**config.mk**
```make
export PLATFORM = sky130hd
export DESIGN_NAME = lsu_top
export DESIGN_NICKNAME = d
export VERILOG_FILES = /design/src/verilog/lsu_pkg.sv /design/src/verilog/lsu_agen.sv /design/src/verilog/lsu_apb_master.sv /design/src/verilog/lsu_load_align.sv /design/src/verilog/lsu_top.sv
export SDC_FILE = /design/constraint.sdc
export NUM_CORES = 1
export LEC_CHECK = 0
export BUFFER_PORTS_ARGS = -buffer_cell sky130_fd_sc_hd__buf_2
export CORE_ASPECT_RATIO = 1.25
export CORE_MARGIN = 2
export CORE_UTILIZATION = 40
export DETAILED_ROUTE_END_ITERATION = 8
export SETUP_SLACK_MARGIN = 0.3
export SYNTH_ARGS = -nofsm -noshare
export SYNTH_HDL_FRONTEND = slang
export SYNTH_SLANG_ARGS = --single-unit
```
**constraint.sdc**
```tcl
create_clock -name clk -period 8.9 [get_ports clk]
set_clock_uncertainty 0.1 [all_clocks]
set_input_delay 0.89 -clock clk [delete_from_list [all_inputs] [get_ports clk]]
set_output_delay 0.89 -clock clk [all_outputs]
set_load 0.005 [all_outputs]
```
**src/verilog/lsu_pkg.sv**
```systemverilog
// Load/store unit shared types
// Data, strobe, size and PC vectors, the scheduler request, the stage entry,
// the writeback record and the APB requester state encoding

package lsu_pkg;

   // Plain vectors
   typedef logic [31:0] lsu_data_t;
   typedef logic [3:0]  lsu_strb_t;
   typedef logic [1:0]  lsu_size_t;
   typedef logic [29:0] lsu_pc_t;

   // Access size codes
   localparam lsu_size_t SIZE_BYTE = 2'd1;
   localparam lsu_size_t SIZE_HALF = 2'd2;
   localparam lsu_size_t SIZE_WORD = 2'd3;

   // Request from the scheduler
   typedef struct packed {
      logic      load;
      logic      store;
      logic      sign_ext;
      lsu_size_t size;
      lsu_data_t base;
      lsu_data_t offset;
      lsu_data_t wdata;
      lsu_pc_t   pc;
   } lsu_req_t;

   // Stage entry from address generation to the bus side
   typedef struct packed {
      logic      write;
      lsu_data_t addr;
      lsu_strb_t strb;     // zero for loads
      lsu_data_t wdata;    // already replicated across lanes
      lsu_size_t size;
      logic      sign_ext;
      lsu_pc_t   pc;
      logic      ealign;
   } lsu_acc_t;

   // Writeback record
   typedef struct packed {
      lsu_data_t dout;
      lsu_pc_t   pc;
      lsu_data_t lsa;
      logic      ealign;
      logic      ebus;
   } lsu_wb_t;

   typedef enum logic [1:0] {
      APB_IDLE,
      APB_SETUP,
      APB_ACCESS,
      APB_DONE
   } lsu_apb_state_e;

endpackage

```
**src/verilog/lsu_agen.sv**
```systemverilog
// Load/store address generation
// Adds base and offset, checks alignment, replicates store data over the
// byte lanes, builds the write strobe and holds the result in a stage register

`timescale 1ns/100ps

module lsu_agen
(
   input  logic              clk,
   input  logic              arst_n,
   input  logic              req_valid,
   input  lsu_pkg::lsu_req_t req,
   output logic              lsu_stall,
   output logic              acc_valid,
   output lsu_pkg::lsu_acc_t acc,
   input  logic              acc_take
);
   lsu_pkg::lsu_data_t addr;
   lsu_pkg::lsu_data_t wdata_rep;
   lsu_pkg::lsu_strb_t strb;
   logic               misalign;
   logic               accept;

   assign addr = req.base + req.offset;

   // Word needs both low bits clear, halfword needs bit 0 clear
   assign misalign = ((req.size == lsu_pkg::SIZE_WORD) && (addr[1:0] != 2'b00)) ||
                     ((req.size == lsu_pkg::SIZE_HALF) && addr[0]);

   // Lane replication and strobe
   always_comb
   begin
      wdata_rep = req.wdata;
      strb      = 4'b0000;
      case (req.size)
         lsu_pkg::SIZE_BYTE:
         begin
            wdata_rep = {4{req.wdata[7:0]}};
            strb      = 4'b0001 << addr[1:0];
         end
         lsu_pkg::SIZE_HALF:
         begin
            wdata_rep = {2{req.wdata[15:0]}};
            strb      = addr[1] ? 4'b1100 : 4'b0011;
         end
         lsu_pkg::SIZE_WORD:
         begin
            strb = 4'b1111;
         end
         default:
         begin
            strb = 4'b0000;
         end
      endcase
      if (!req.store)
         strb = 4'b0000;
   end

   // Held entry blocks the scheduler until the bus side takes it
   assign lsu_stall = acc_valid & ~acc_take;
   assign accept    = req_valid & ~lsu_stall;

   always_ff @(posedge clk or negedge arst_n)
   begin
      if (!arst_n)
         acc_valid <= 1'b0;
      else if (accept)
         acc_valid <= 1'b1;
      else if (acc_take)
         acc_valid <= 1'b0;
   end

   always_ff @(posedge clk)
   begin
      if (accept)
      begin
         acc.write    <= req.store;
         acc.addr     <= addr;
         acc.strb     <= strb;
         acc.wdata    <= wdata_rep;
         acc.size     <= req.size;
         acc.sign_ext <= req.sign_ext;
         acc.pc       <= req.pc;
         acc.ealign   <= misalign;
      end
   end

endmodule

```
**src/verilog/lsu_apb_master.sv**
```systemverilog
// APB requester for the load/store unit
// Runs one APB transfer per stage entry, skips the bus for misaligned
// entries and presents the captured read data with the entry for one cycle

`timescale 1ns/100ps

module lsu_apb_master
#(
   parameter int ADDR_W = 12
)
(
   input  logic               clk,
   input  logic               arst_n,
   input  logic               acc_valid,
   input  lsu_pkg::lsu_acc_t  acc,
   output logic               acc_take,
   // APB requester
   output logic [ADDR_W-1:0]  paddr,
   output logic               psel,
   output logic               penable,
   output logic               pwrite,
   output lsu_pkg::lsu_data_t pwdata,
   output lsu_pkg::lsu_strb_t pstrb,
   input  logic               pready,
   input  lsu_pkg::lsu_data_t prdata,
   input  logic               pslverr,
   // Completion
   output logic               done,
   output lsu_pkg::lsu_acc_t  done_acc,
   output lsu_pkg::lsu_data_t rdata,
   output logic               ebus
);
   lsu_pkg::lsu_apb_state_e state;
   lsu_pkg::lsu_apb_state_e state_nxt;
   lsu_pkg::lsu_acc_t       cur;
   lsu_pkg::lsu_data_t      rdata_q;
   logic                    ebus_q;
   logic                    xfer_end;

   assign acc_take = (state == lsu_pkg::APB_IDLE) & acc_valid;
   assign xfer_end = (state == lsu_pkg::APB_ACCESS) & pready;

   always_comb
   begin
      state_nxt = state;
      case (state)
         lsu_pkg::APB_IDLE:
            if (acc_valid)
               state_nxt = acc.ealign ? lsu_pkg::APB_DONE : lsu_pkg::APB_SETUP;
         lsu_pkg::APB_SETUP:
            state_nxt = lsu_pkg::APB_ACCESS;
         lsu_pkg::APB_ACCESS:
            if (pready)
               state_nxt = lsu_pkg::APB_DONE;
         lsu_pkg::APB_DONE:
            state_nxt = lsu_pkg::APB_IDLE;
         default:
            state_nxt = lsu_pkg::APB_IDLE;
      endcase
   end

   always_ff @(posedge clk or negedge arst_n)
   begin
      if (!arst_n)
         state <= lsu_pkg::APB_IDLE;
      else
         state <= state_nxt;
   end

   // Entry stays put for the whole transfer
   always_ff @(posedge clk)
   begin
      if (acc_take)
         cur <= acc;
   end

   always_ff @(posedge clk)
   begin
      if (xfer_end)
         rdata_q <= prdata;
   end

   // Misaligned entries never see the bus, so the flag starts clear
   always_ff @(posedge clk or negedge arst_n)
   begin
      if (!arst_n)
         ebus_q <= 1'b0;
      else if (acc_take)
         ebus_q <= 1'b0;
      else if (xfer_end)
         ebus_q <= pslverr;
   end

   assign psel    = (state == lsu_pkg::APB_SETUP) | (state == lsu_pkg::APB_ACCESS);
   assign penable = (state == lsu_pkg::APB_ACCESS);
   assign paddr   = cur.addr[ADDR_W-1:0];
   assign pwrite  = cur.write;
   assign pwdata  = cur.wdata;
   assign pstrb   = cur.strb;

   assign done     = (state == lsu_pkg::APB_DONE);
   assign done_acc = cur;
   assign rdata    = rdata_q;
   assign ebus     = ebus_q;

endmodule

```
**src/verilog/lsu_load_align.sv**
```systemverilog
// Load result alignment and writeback register
// Picks the addressed byte or halfword from the read word, extends it with
// sign or zeros and registers the writeback record for one cycle

`timescale 1ns/100ps

module lsu_load_align
(
   input  logic               clk,
   input  logic               arst_n,
   input  logic               done,
   input  lsu_pkg::lsu_acc_t  done_acc,
   input  lsu_pkg::lsu_data_t rdata,
   input  logic               ebus,
   output logic               wb_valid,
   output lsu_pkg::lsu_wb_t   wb
);
   logic [7:0]         dout_8b;
   logic [15:0]        dout_16b;
   lsu_pkg::lsu_data_t dout;

   // Lane select
   always_comb
   begin
      case (done_acc.addr[1:0])
         2'b00:   dout_8b = rdata[7:0];
         2'b01:   dout_8b = rdata[15:8];
         2'b10:   dout_8b = rdata[23:16];
         default: dout_8b = rdata[31:24];
      endcase
   end

   assign dout_16b = done_acc.addr[1] ? rdata[31:16] : rdata[15:0];

   always_comb
   begin
      case (done_acc.size)
         lsu_pkg::SIZE_BYTE:
            dout = {{24{done_acc.sign_ext & dout_8b[7]}}, dout_8b};
         lsu_pkg::SIZE_HALF:
            dout = {{16{done_acc.sign_ext & dout_16b[15]}}, dout_16b};
         lsu_pkg::SIZE_WORD:
            dout = rdata;
         default:
            dout = '0;
      endcase
      // Stores and misaligned accesses return no data
      if (done_acc.write || done_acc.ealign)
         dout = '0;
   end

   always_ff @(posedge clk or negedge arst_n)
   begin
      if (!arst_n)
         wb_valid <= 1'b0;
      else
         wb_valid <= done;
   end

   always_ff @(posedge clk)
   begin
      if (done)
      begin
         wb.dout   <= dout;
         wb.pc     <= done_acc.pc;
         wb.lsa    <= done_acc.addr;
         wb.ealign <= done_acc.ealign;
         wb.ebus   <= ebus;
      end
   end

endmodule

```
**src/verilog/lsu_top.sv**
```systemverilog
// Load/store unit top level
// Address generation, APB requester and load alignment in a row

`timescale 1ns/100ps

module lsu_top
#(
   parameter int ADDR_W = 12
)
(
   input  logic               clk,
   input  logic               arst_n,
   // Scheduler
   input  logic               req_valid,
   input  lsu_pkg::lsu_req_t  req,
   output logic               lsu_stall,
   // APB requester
   output logic [ADDR_W-1:0]  paddr,
   output logic               psel,
   output logic               penable,
   output logic               pwrite,
   output lsu_pkg::lsu_data_t pwdata,
   output lsu_pkg::lsu_strb_t pstrb,
   input  logic               pready,
   input  lsu_pkg::lsu_data_t prdata,
   input  logic               pslverr,
   // Writeback
   output logic               wb_valid,
   output lsu_pkg::lsu_wb_t   wb
);
   logic               acc_valid;
   logic               acc_take;
   lsu_pkg::lsu_acc_t  acc;
   logic               done;
   lsu_pkg::lsu_acc_t  done_acc;
   lsu_pkg::lsu_data_t rdata;
   logic               ebus;

   lsu_agen u_agen
   (
      .clk       (clk),
      .arst_n    (arst_n),
      .req_valid (req_valid),
      .req       (req),
      .lsu_stall (lsu_stall),
      .acc_valid (acc_valid),
      .acc       (acc),
      .acc_take  (acc_take)
   );

   lsu_apb_master #(.ADDR_W(ADDR_W)) u_apb
   (
      .clk       (clk),
      .arst_n    (arst_n),
      .acc_valid (acc_valid),
      .acc       (acc),
      .acc_take  (acc_take),
      .paddr     (paddr),
      .psel      (psel),
      .penable   (penable),
      .pwrite    (pwrite),
      .pwdata    (pwdata),
      .pstrb     (pstrb),
      .pready    (pready),
      .prdata    (prdata),
      .pslverr   (pslverr),
      .done      (done),
      .done_acc  (done_acc),
      .rdata     (rdata),
      .ebus      (ebus)
   );

   lsu_load_align u_align
   (
      .clk      (clk),
      .arst_n   (arst_n),
      .done     (done),
      .done_acc (done_acc),
      .rdata    (rdata),
      .ebus     (ebus),
      .wb_valid (wb_valid),
      .wb       (wb)
   );

endmodule
```
## After elaboration in Yosys (flattened, before gate mapping)

Cells that the tools add are included.

- Register bits after elaboration: 339
- Latch bits: 0
- Memory bits (writable): 0
- Memory bits (read-only): 0
- Input bits: 168
- Output and inout port bits: 149
- Word-level logic and storage cells: 74
- Memories: 0

- $add $sub $neg: 1
- Multiply operators: 0
- Div/mod/pow operators: 0
- Magnitude comparators: 0
- Equality and inequality tests: 13
- Shift operators: 1
- Mux-type cells: 14
- Bitwise gates (word level): 9
- Reduce and logical (&&, ||, !) cells: 10

Operator list:

| cell | count |
|---|---|
| 32-bit one-hot mux with 3 select lines | 1 |
| 32-bit one-hot mux with 2 select lines | 1 |
| 32-bit adder | 1 |
| 8-bit one-hot mux with 3 select lines | 1 |
| 16-bit two-way mux | 1 |
| 2-bit equality test, second input constant | 7 |
| 4-bit one-hot mux with 3 select lines | 1 |
| 2-bit by 1-bit equality test with 1-bit output, second input constant | 4 |
| 2-bit one-hot mux with 4 select lines | 1 |
| 1-bit AND | 6 |
| 2-bit two-way mux | 3 |
| 2-bit nonzero test | 3 |
| 2-bit logical NOT | 2 |
| 1-bit two-way mux | 4 |
| 4-bit two-way mux | 1 |
| 1-bit by 2-bit left shift with 4-bit output, first input constant | 1 |
| 1-bit logical AND | 2 |
| 1-bit logical OR | 2 |
| 2-bit by 1-bit inequality test with 1-bit output, second input constant | 1 |
| 2-bit inequality test, second input constant | 1 |
| 1-bit NOT | 2 |
| 2-bit AND reduction | 1 |
| 1-bit bitwise OR | 1 |

## Logic depth before layout (Yosys ltp)

Gate-level depths: netlist (run 1).

- Word-level depth: 7
- Mapped depth: 11
- Depth with buffers taken out: 11

## By module

A second synthesis (run 1) with hierarchy kept.

- Cell total of the unflattened synthesis: 856
- Area total of the unflattened synthesis: 13823.3 um2

By module, submodules not included:

| module | instances | cells an instance | area each (um2) | sequential area each (um2) |
|---|---|---|---|---|
| lsu_agen | 1 | 436 | 5406.4 | 3118.0 |
| lsu_apb_master | 1 | 203 | 4636.9 | 4129.0 |
| lsu_load_align | 1 | 217 | 3779.9 | 2907.8 |

## Least setup slack after synthesis (run 1)

No wires, ideal clock.

- Kind: in2reg
- Start: in req_valid
- End: reg u_agen.acc[0] (netlist name)
- Setup time: 0.473 ns
- Arrival: 3.266 ns
- Data required time: 8.327 ns
- Setup slack: 5.061 ns
- Stages on the path: 1
- Buffers on the path: 0
- Cell sequence: and2_1

- Cells in the longest elaborated chain, start to end: 1

Ends and longest elaborated chain:

| what | line | RTL |
|---|---|---|
| start: declaration | lsu_top.sv:14 | `input logic req_valid,` |
| 1-bit AND | lsu_agen.sv:61 | `assign accept = req_valid & ~lsu_stall;` |

No other way between the ends.
A chain may end at the register's enable or synchronous reset.

## Worst setup path in the final report (run 1)

- Start: in req[62] in the netlist's numbering
- End: reg u_agen.acc[100] (netlist name)

- Cells in the longest elaborated chain, start to end: 1

Ends and longest elaborated chain:

| what | line | RTL |
|---|---|---|
| start: declaration | lsu_top.sv:15 | `input lsu_pkg::lsu_req_t req,` |
| 32-bit adder | lsu_agen.sv:24 | `assign addr = req.base + req.offset;` |
| via u_agen.addr[30] | lsu_agen.sv:18 | `lsu_pkg::lsu_data_t addr;` |

The timed path passes the listed nets, and every way through them passes these cells.

==> impl_metrics.ini, run 1 <==
[clocking]
cts_hold_buf = 0
clockRootBuffer = clkbuf_16
cts_made_buffers = 36
clk_latency_ps = 510
cts_resized = 0
clock_sinks = 339
post_cts_buffers = 0
clkTransAtPathRegs_ps = 60
htreeDepth = 2
clock_path_buffers = 3
cts_tree = done

[floorplan]
start_util = 0.406
ios = 317
dieWidth_um = 169
die_h_um = 210
coreArea_um2 = 33600
die_area_um2 = 35600
num_rows = 75

[global_routing]
grt_pass1_wl_um = 44100
antenna_found_initial = 8
busiest_layer = met2
grt_max_degree = 65
grt_pass1_vias = 7991
grt_usage = 0.161
met1_usage = 0.185
grt_overflow = 0
grt_util_met3 = 0.0409
use_met2 = 0.282

[placement]
dp_slack_ps = 5130
io_buffers = 315
dp_hpwl_um = 20400
place.gp.congestion = 0.833

[power_and_ir_drop]
peakVddDrop_v = 0.000142
p_leak_nw = 6.36
power.density_nw_per_um2 = 303

[timing]
drv_slew = 0
finalHoldViolCount = 0
setup_viol = 0
period_minus_slack_ps = 3300
rsz0062_at_grt = false
fmax_mhz = 303
fin_crit_sh = 0.371
relSlewSlack = 0.315
finalSetupTns_ps = 0
worst_slack_ps = 5600
worstMarginPinSlew_ps = 1030

[synthesis]
yosys.area.top_type = edfxtp_1
yosysSeqAreaShare = 0.744
synth_edf_count = 334
ys.flop_type = edfxtp_1
netlist_top_cells_area = edfxtp_1, ha_1, buf_4, a21oi_1, mux2_2
synth_top_area_share = 0.735
ys_seq_elements = 339
synthCells = 857
netlist_area_um2 = 13600
synth_common_cells = edfxtp_1, a21oi_1, buf_4, nor2_1, nand2_1
synth.distinct_cells = 54
yosysMostFrequentCell = edfxtp_1
synth_area_per_cell_um2 = 15.9
yosys_warnings = 0
synth_nets = 1064
synthArstFlopShare = 0.0147

[setup_path]
cp-end-kind = register
crit_type = in2reg
arrival_ps = 3440
crit_path_cell_trace = buf_2, ha_1, inv_1, fa_1, nor2b_1, o31a_1, a221oi_4, o21ai_0, a21oi_1, o311a_1, o31ai_1, xor2_1
r2r_slack_ps = 6090
max_stage_delay_ps = 440
crit_fanout = 4
slowest_stage = fa_1
crit_path_start_kind = primary input
critPathBufInv = 2
critPathRequiredTime_ps = 9030
cp_top_family = compound AO/OA/AOI/OAI gates

[final_layout]
drive_gt1_frac = 0.353
nets = 1346
areaGrowthSynthToFinish_pct = 21.0

[drt]
wire_per_inst_um = 18.4
via_per_inst = 5.02
final_antenna_net_count = 0
routed_wl_um = 29300
dr.pass1.iters = 4
drtIter0Drc = 568
num_vias = 7981
drc = 0

[status]
status = completed

[hold_path]
hp-class = in2async

[flow_run]
maxCapViolations = 0
## cell families after synthesis
logic type               count (synthesis)  synth area share
AO/OA/AOI/OAI                          171            0.0817
XOR/XNOR                                30            0.0193
adder cells (fa/ha/maj)                 39            0.0363
buffers and inverters                  109            0.0433
flip-flops                             339             0.744
multiplexers                            26            0.0271
AND/OR/NAND/NOR                        143            0.0481
## placed cells by master (no fill, tap or decap), types with 7 or more instances in the layout
cell type and n:
xnor2_1 19, a22o_1 8, edfxtp_1 334, a21o_1 14
buf_4 7, a21oi_1 63, ha_1 37, nor2_1 48
o22ai_1 9, nand2_1 45, clkbuf_16 37, nand3_1 8
mux2_2 17, xor2_1 11, o21ai_0 20, inv_1 31
a22oi_1 15, mux4_2 7, nand2b_1 9, buf_2 315
## state kept, by name, indices dropped and copies added (netlist names)
signal            flops
u_apb.ebus            1
u_agen.acc          103
u_apb.pstrb           4
u_apb.rdata          32
u_agen.acc_valid      1
u_apb.done_acc       66
u_apb.pwdata         32
u_align.wb           96
u_apb.state           2
u_apb.pwrite          1
u_align.wb_valid      1
## path summary, 6_finish.rpt
check / from / cells past startpoint / endpoint
setup / recovery: req[62] / 12 / u_agen.acc[100]
hold / removal: arst_n / 1 / u_align.wb_valid
setup reg to reg: u_apb.done_acc[71] / 4 / u_align.wb[77]
hold reg to reg: u_apb.done_acc[1] / 0 / u_align.wb[34]
max in group asynchronous: arst_n / 1 / u_apb.ebus
min in group clk: u_apb.done_acc[1] / 0 / u_align.wb[34]
## per-layer routing
layer / share of wire / vias up
met2: 0.51 / 285
li1: - / 3767
met5: 0.0020 / -
met3: 0.072 / 72
met4: 0.037 / 10
met1: 0.38 / 3847
## stage by stage
stage / instance area, um^2 / hold slack, ps / utilization / total power, mW / std cells
global route: 16500 / 75.9 / 0.491 / 5.25 / 1589
finish: 16500 / 94.0 / 0.491 / 5.00 / 1589
global placement: 15400 / 301 / 0.457 / 3.57 / 1524
detailed placement: 15400 / 305 / 0.457 / 3.60 / 1524
floorplan: 13600 / 300 / - / 3.22 / 857
CTS: 16500 / 62.3 / 0.491 / 5.07 / 1586
## final cells by class
| cell class | instances | area [um^2] |
|---|---|---|
| inverter | 31 | 116 |
| sequential | 339 | 10200 |
| clock inverter | 17 | 159 |
| fill | 2953 | 17100 |
| multi-input combinational | 409 | 2920 |
| tap | 423 | 529 |
| antenna | 3 | 7.51 |
| clock buffer | 45 | 986 |
| timing repair buffer | 322 | 1630 |
## worst register-to-register path, cell delays in order (launching register included)
cell,delay (ps)
edfxtp_1,940
nor2b_2,870
mux2_2,420
a21oi_1,170
nor2_1,70
## report_power, final
part           internal (mW)  switching (mW)  leakage [nW]
combinational          0.357           0.626          2.61
sequential              2.41           0.152          3.19
clock                  0.869           0.582         0.563
Power figures use the tool's default switching activity.
==> run 2: changes to the inputs <==
- clock period: 8.9 -> 3.5 ns (I/O delays scaled with it)
==> impl_metrics.ini, run 2 (same netlist as run 1, synthesis figures left out) <==
[global_routing]
grt_pass1_wl_um = 45700
antenna_found_initial = 4
grt_usage = 0.167
grt_pass1_vias = 8420
grt_max_degree = 61
grt_overflow = 0

[power_and_ir_drop]
p_switching_mw = 3.52
p_clk_frac = 0.288
combinationalPowerShare = 0.209
p_seq_frac = 0.503
power.density_nw_per_um2 = 742
internal_power_mw = 9.37
p_leak_nw = 6.72
switching_share = 0.273
peakVddDrop_v = 0.000406

[final_layout]
largest_register_ffs = 103
final_cell_mix = edfxtp_1, buf_2, dlygate4sd3_1
areaGrowthSynthToFinish_pct = 27.3
layout_commonest_cell = edfxtp_1
nets = 1430
finalInstanceArea_um2 = 17400
fin_cells = 1676
drive_gt1_frac = 0.332
regMostFlops = u_agen.acc

[floorplan]
die_area_um2 = 35600
num_rows = 75
ios = 317
dieWidth_um = 169
start_util = 0.406
die_h_um = 210
coreArea_um2 = 33600

[hold_path]
hold_start = req[42]
min_path_cells = 2
hp-class = in2reg

[drt]
drtIter0Drc = 590
via_per_inst = 4.99
wire_per_inst_um = 18.0
routed_wl_um = 30100
final_antenna_net_count = 0
dr.pass1.iters = 5
drc = 0
num_vias = 8363

[placement]
dp_slack_ps = 242
dp.cells = 1531
place.gp.congestion = 0.837
place_area_um2 = 15400
dp_hpwl_um = 20700
io_buffers = 315

[setup_path]
r2r_cells = 5
arrival_ps = 2860
r2r_slack_ps = 960
rr_startpoint = u_apb.done_acc[71]
crit_fanout = 4
critical_path.endpoint = u_agen.acc[100]
crit_path_start_kind = primary input
crit_type = in2reg
critPathRequiredTime_ps = 3650
cp-end-kind = register
regToRegEndpoint = u_align.wb[75]
crit_start = req[62]

[timing]
setup_viol = 0
worst_slack_ps = 791
worstMarginPinSlew_ps = 736
drv_slew = 0
relSlewSlack = 0.497
finalSetupTns_ps = 0
finalHoldViolCount = 0
rsz0062_at_grt = false
period_minus_slack_ps = 2710
whs_ps = 45.2
fin_crit_sh = 0.774
fmax_mhz = 369

[clocking]
cts_resized = 0
clock_sinks = 339
clk_latency_ps = 520
cts_tree = done
cts_made_buffers = 36
htreeDepth = 2
clock_path_buffers = 3
clkTransAtPathRegs_ps = 60
clockRootBuffer = clkbuf_16

[status]
status = completed

[flow_run]
maxCapViolations = 0
==> run 2: cell types whose count changed in the layout (fill, tap and decap cells not counted), sizes merged <==
cell         before  now
buf             322  329
clkbuf           45   48
clkinv           13   12
diode             3    2
dlygate4sd3       0   77
inv              31   33
==> run 2: what timing repair did <==
| action | in CTS | in global routing |
|---|---|---|
| endpoints found under the hold margin | 81 | 0 |
| hold buffers | 77 | 0 |
| setup buffers | 0 | 0 |
==> run 2: worst max-delay path, cell delays in order <==
cell and delay (ps):
buf_2 100, ha_1 200, inv_1 70, fa_1 270
nor2b_1 90, o31a_1 310, a221oi_4 410, o21ai_0 140
a21oi_1 360, o311a_1 290, o31ai_1 120, xor2_1 150
==> run 2: power groups by stage <==
stage	Sequential [mW]	Clock, mW	Combinational [mW]
4_1_cts	6.50	3.83	2.75
3_5_place_dp	6.57	0	2.67
5_1_grt	6.60	4.00	2.95
6_report	6.49	3.71	2.69
3_3_place_gp	6.53	0	2.64
2_1_floorplan	6.53	0	1.59
==> run 2: per-stage QoR <==
step,total power [mW],utilization
finish,12.9,0.517
global route,13.5,0.517
CTS,13.1,0.517
detailed placement,9.24,0.460
global placement,9.17,0.460
floorplan,8.12,-
==> run 2: area by class of cell <==
type	count	area, um^2
clock buffers	48	987
well taps	423	529
flip-flops and latches	339	10200
inverters	31	116
multi-input cells	409	2920
diodes	2	5.00
fillers	2839	16200
repair buffers	406	2490
clock inverters	18	166
==> run 2: how the worst min path moves through the flow <==
stage                            end  slack (ps)
floorplan           u_agen.acc_valid         -50
global placement    u_align.wb_valid          70
detailed placement  u_align.wb_valid          80
CTS                   u_agen.acc[45]          20
global route          u_agen.acc[46]          40
finish                u_agen.acc[46]          50
==> run 2: metal layers <==
layer  vias up  track usage  part of all wire
met5         -            0           0.00080
met4         4       0.0843             0.044
met3        88       0.0355             0.065
met2       342        0.289              0.51
met1      3989        0.195              0.38
li1       3940            -                 -
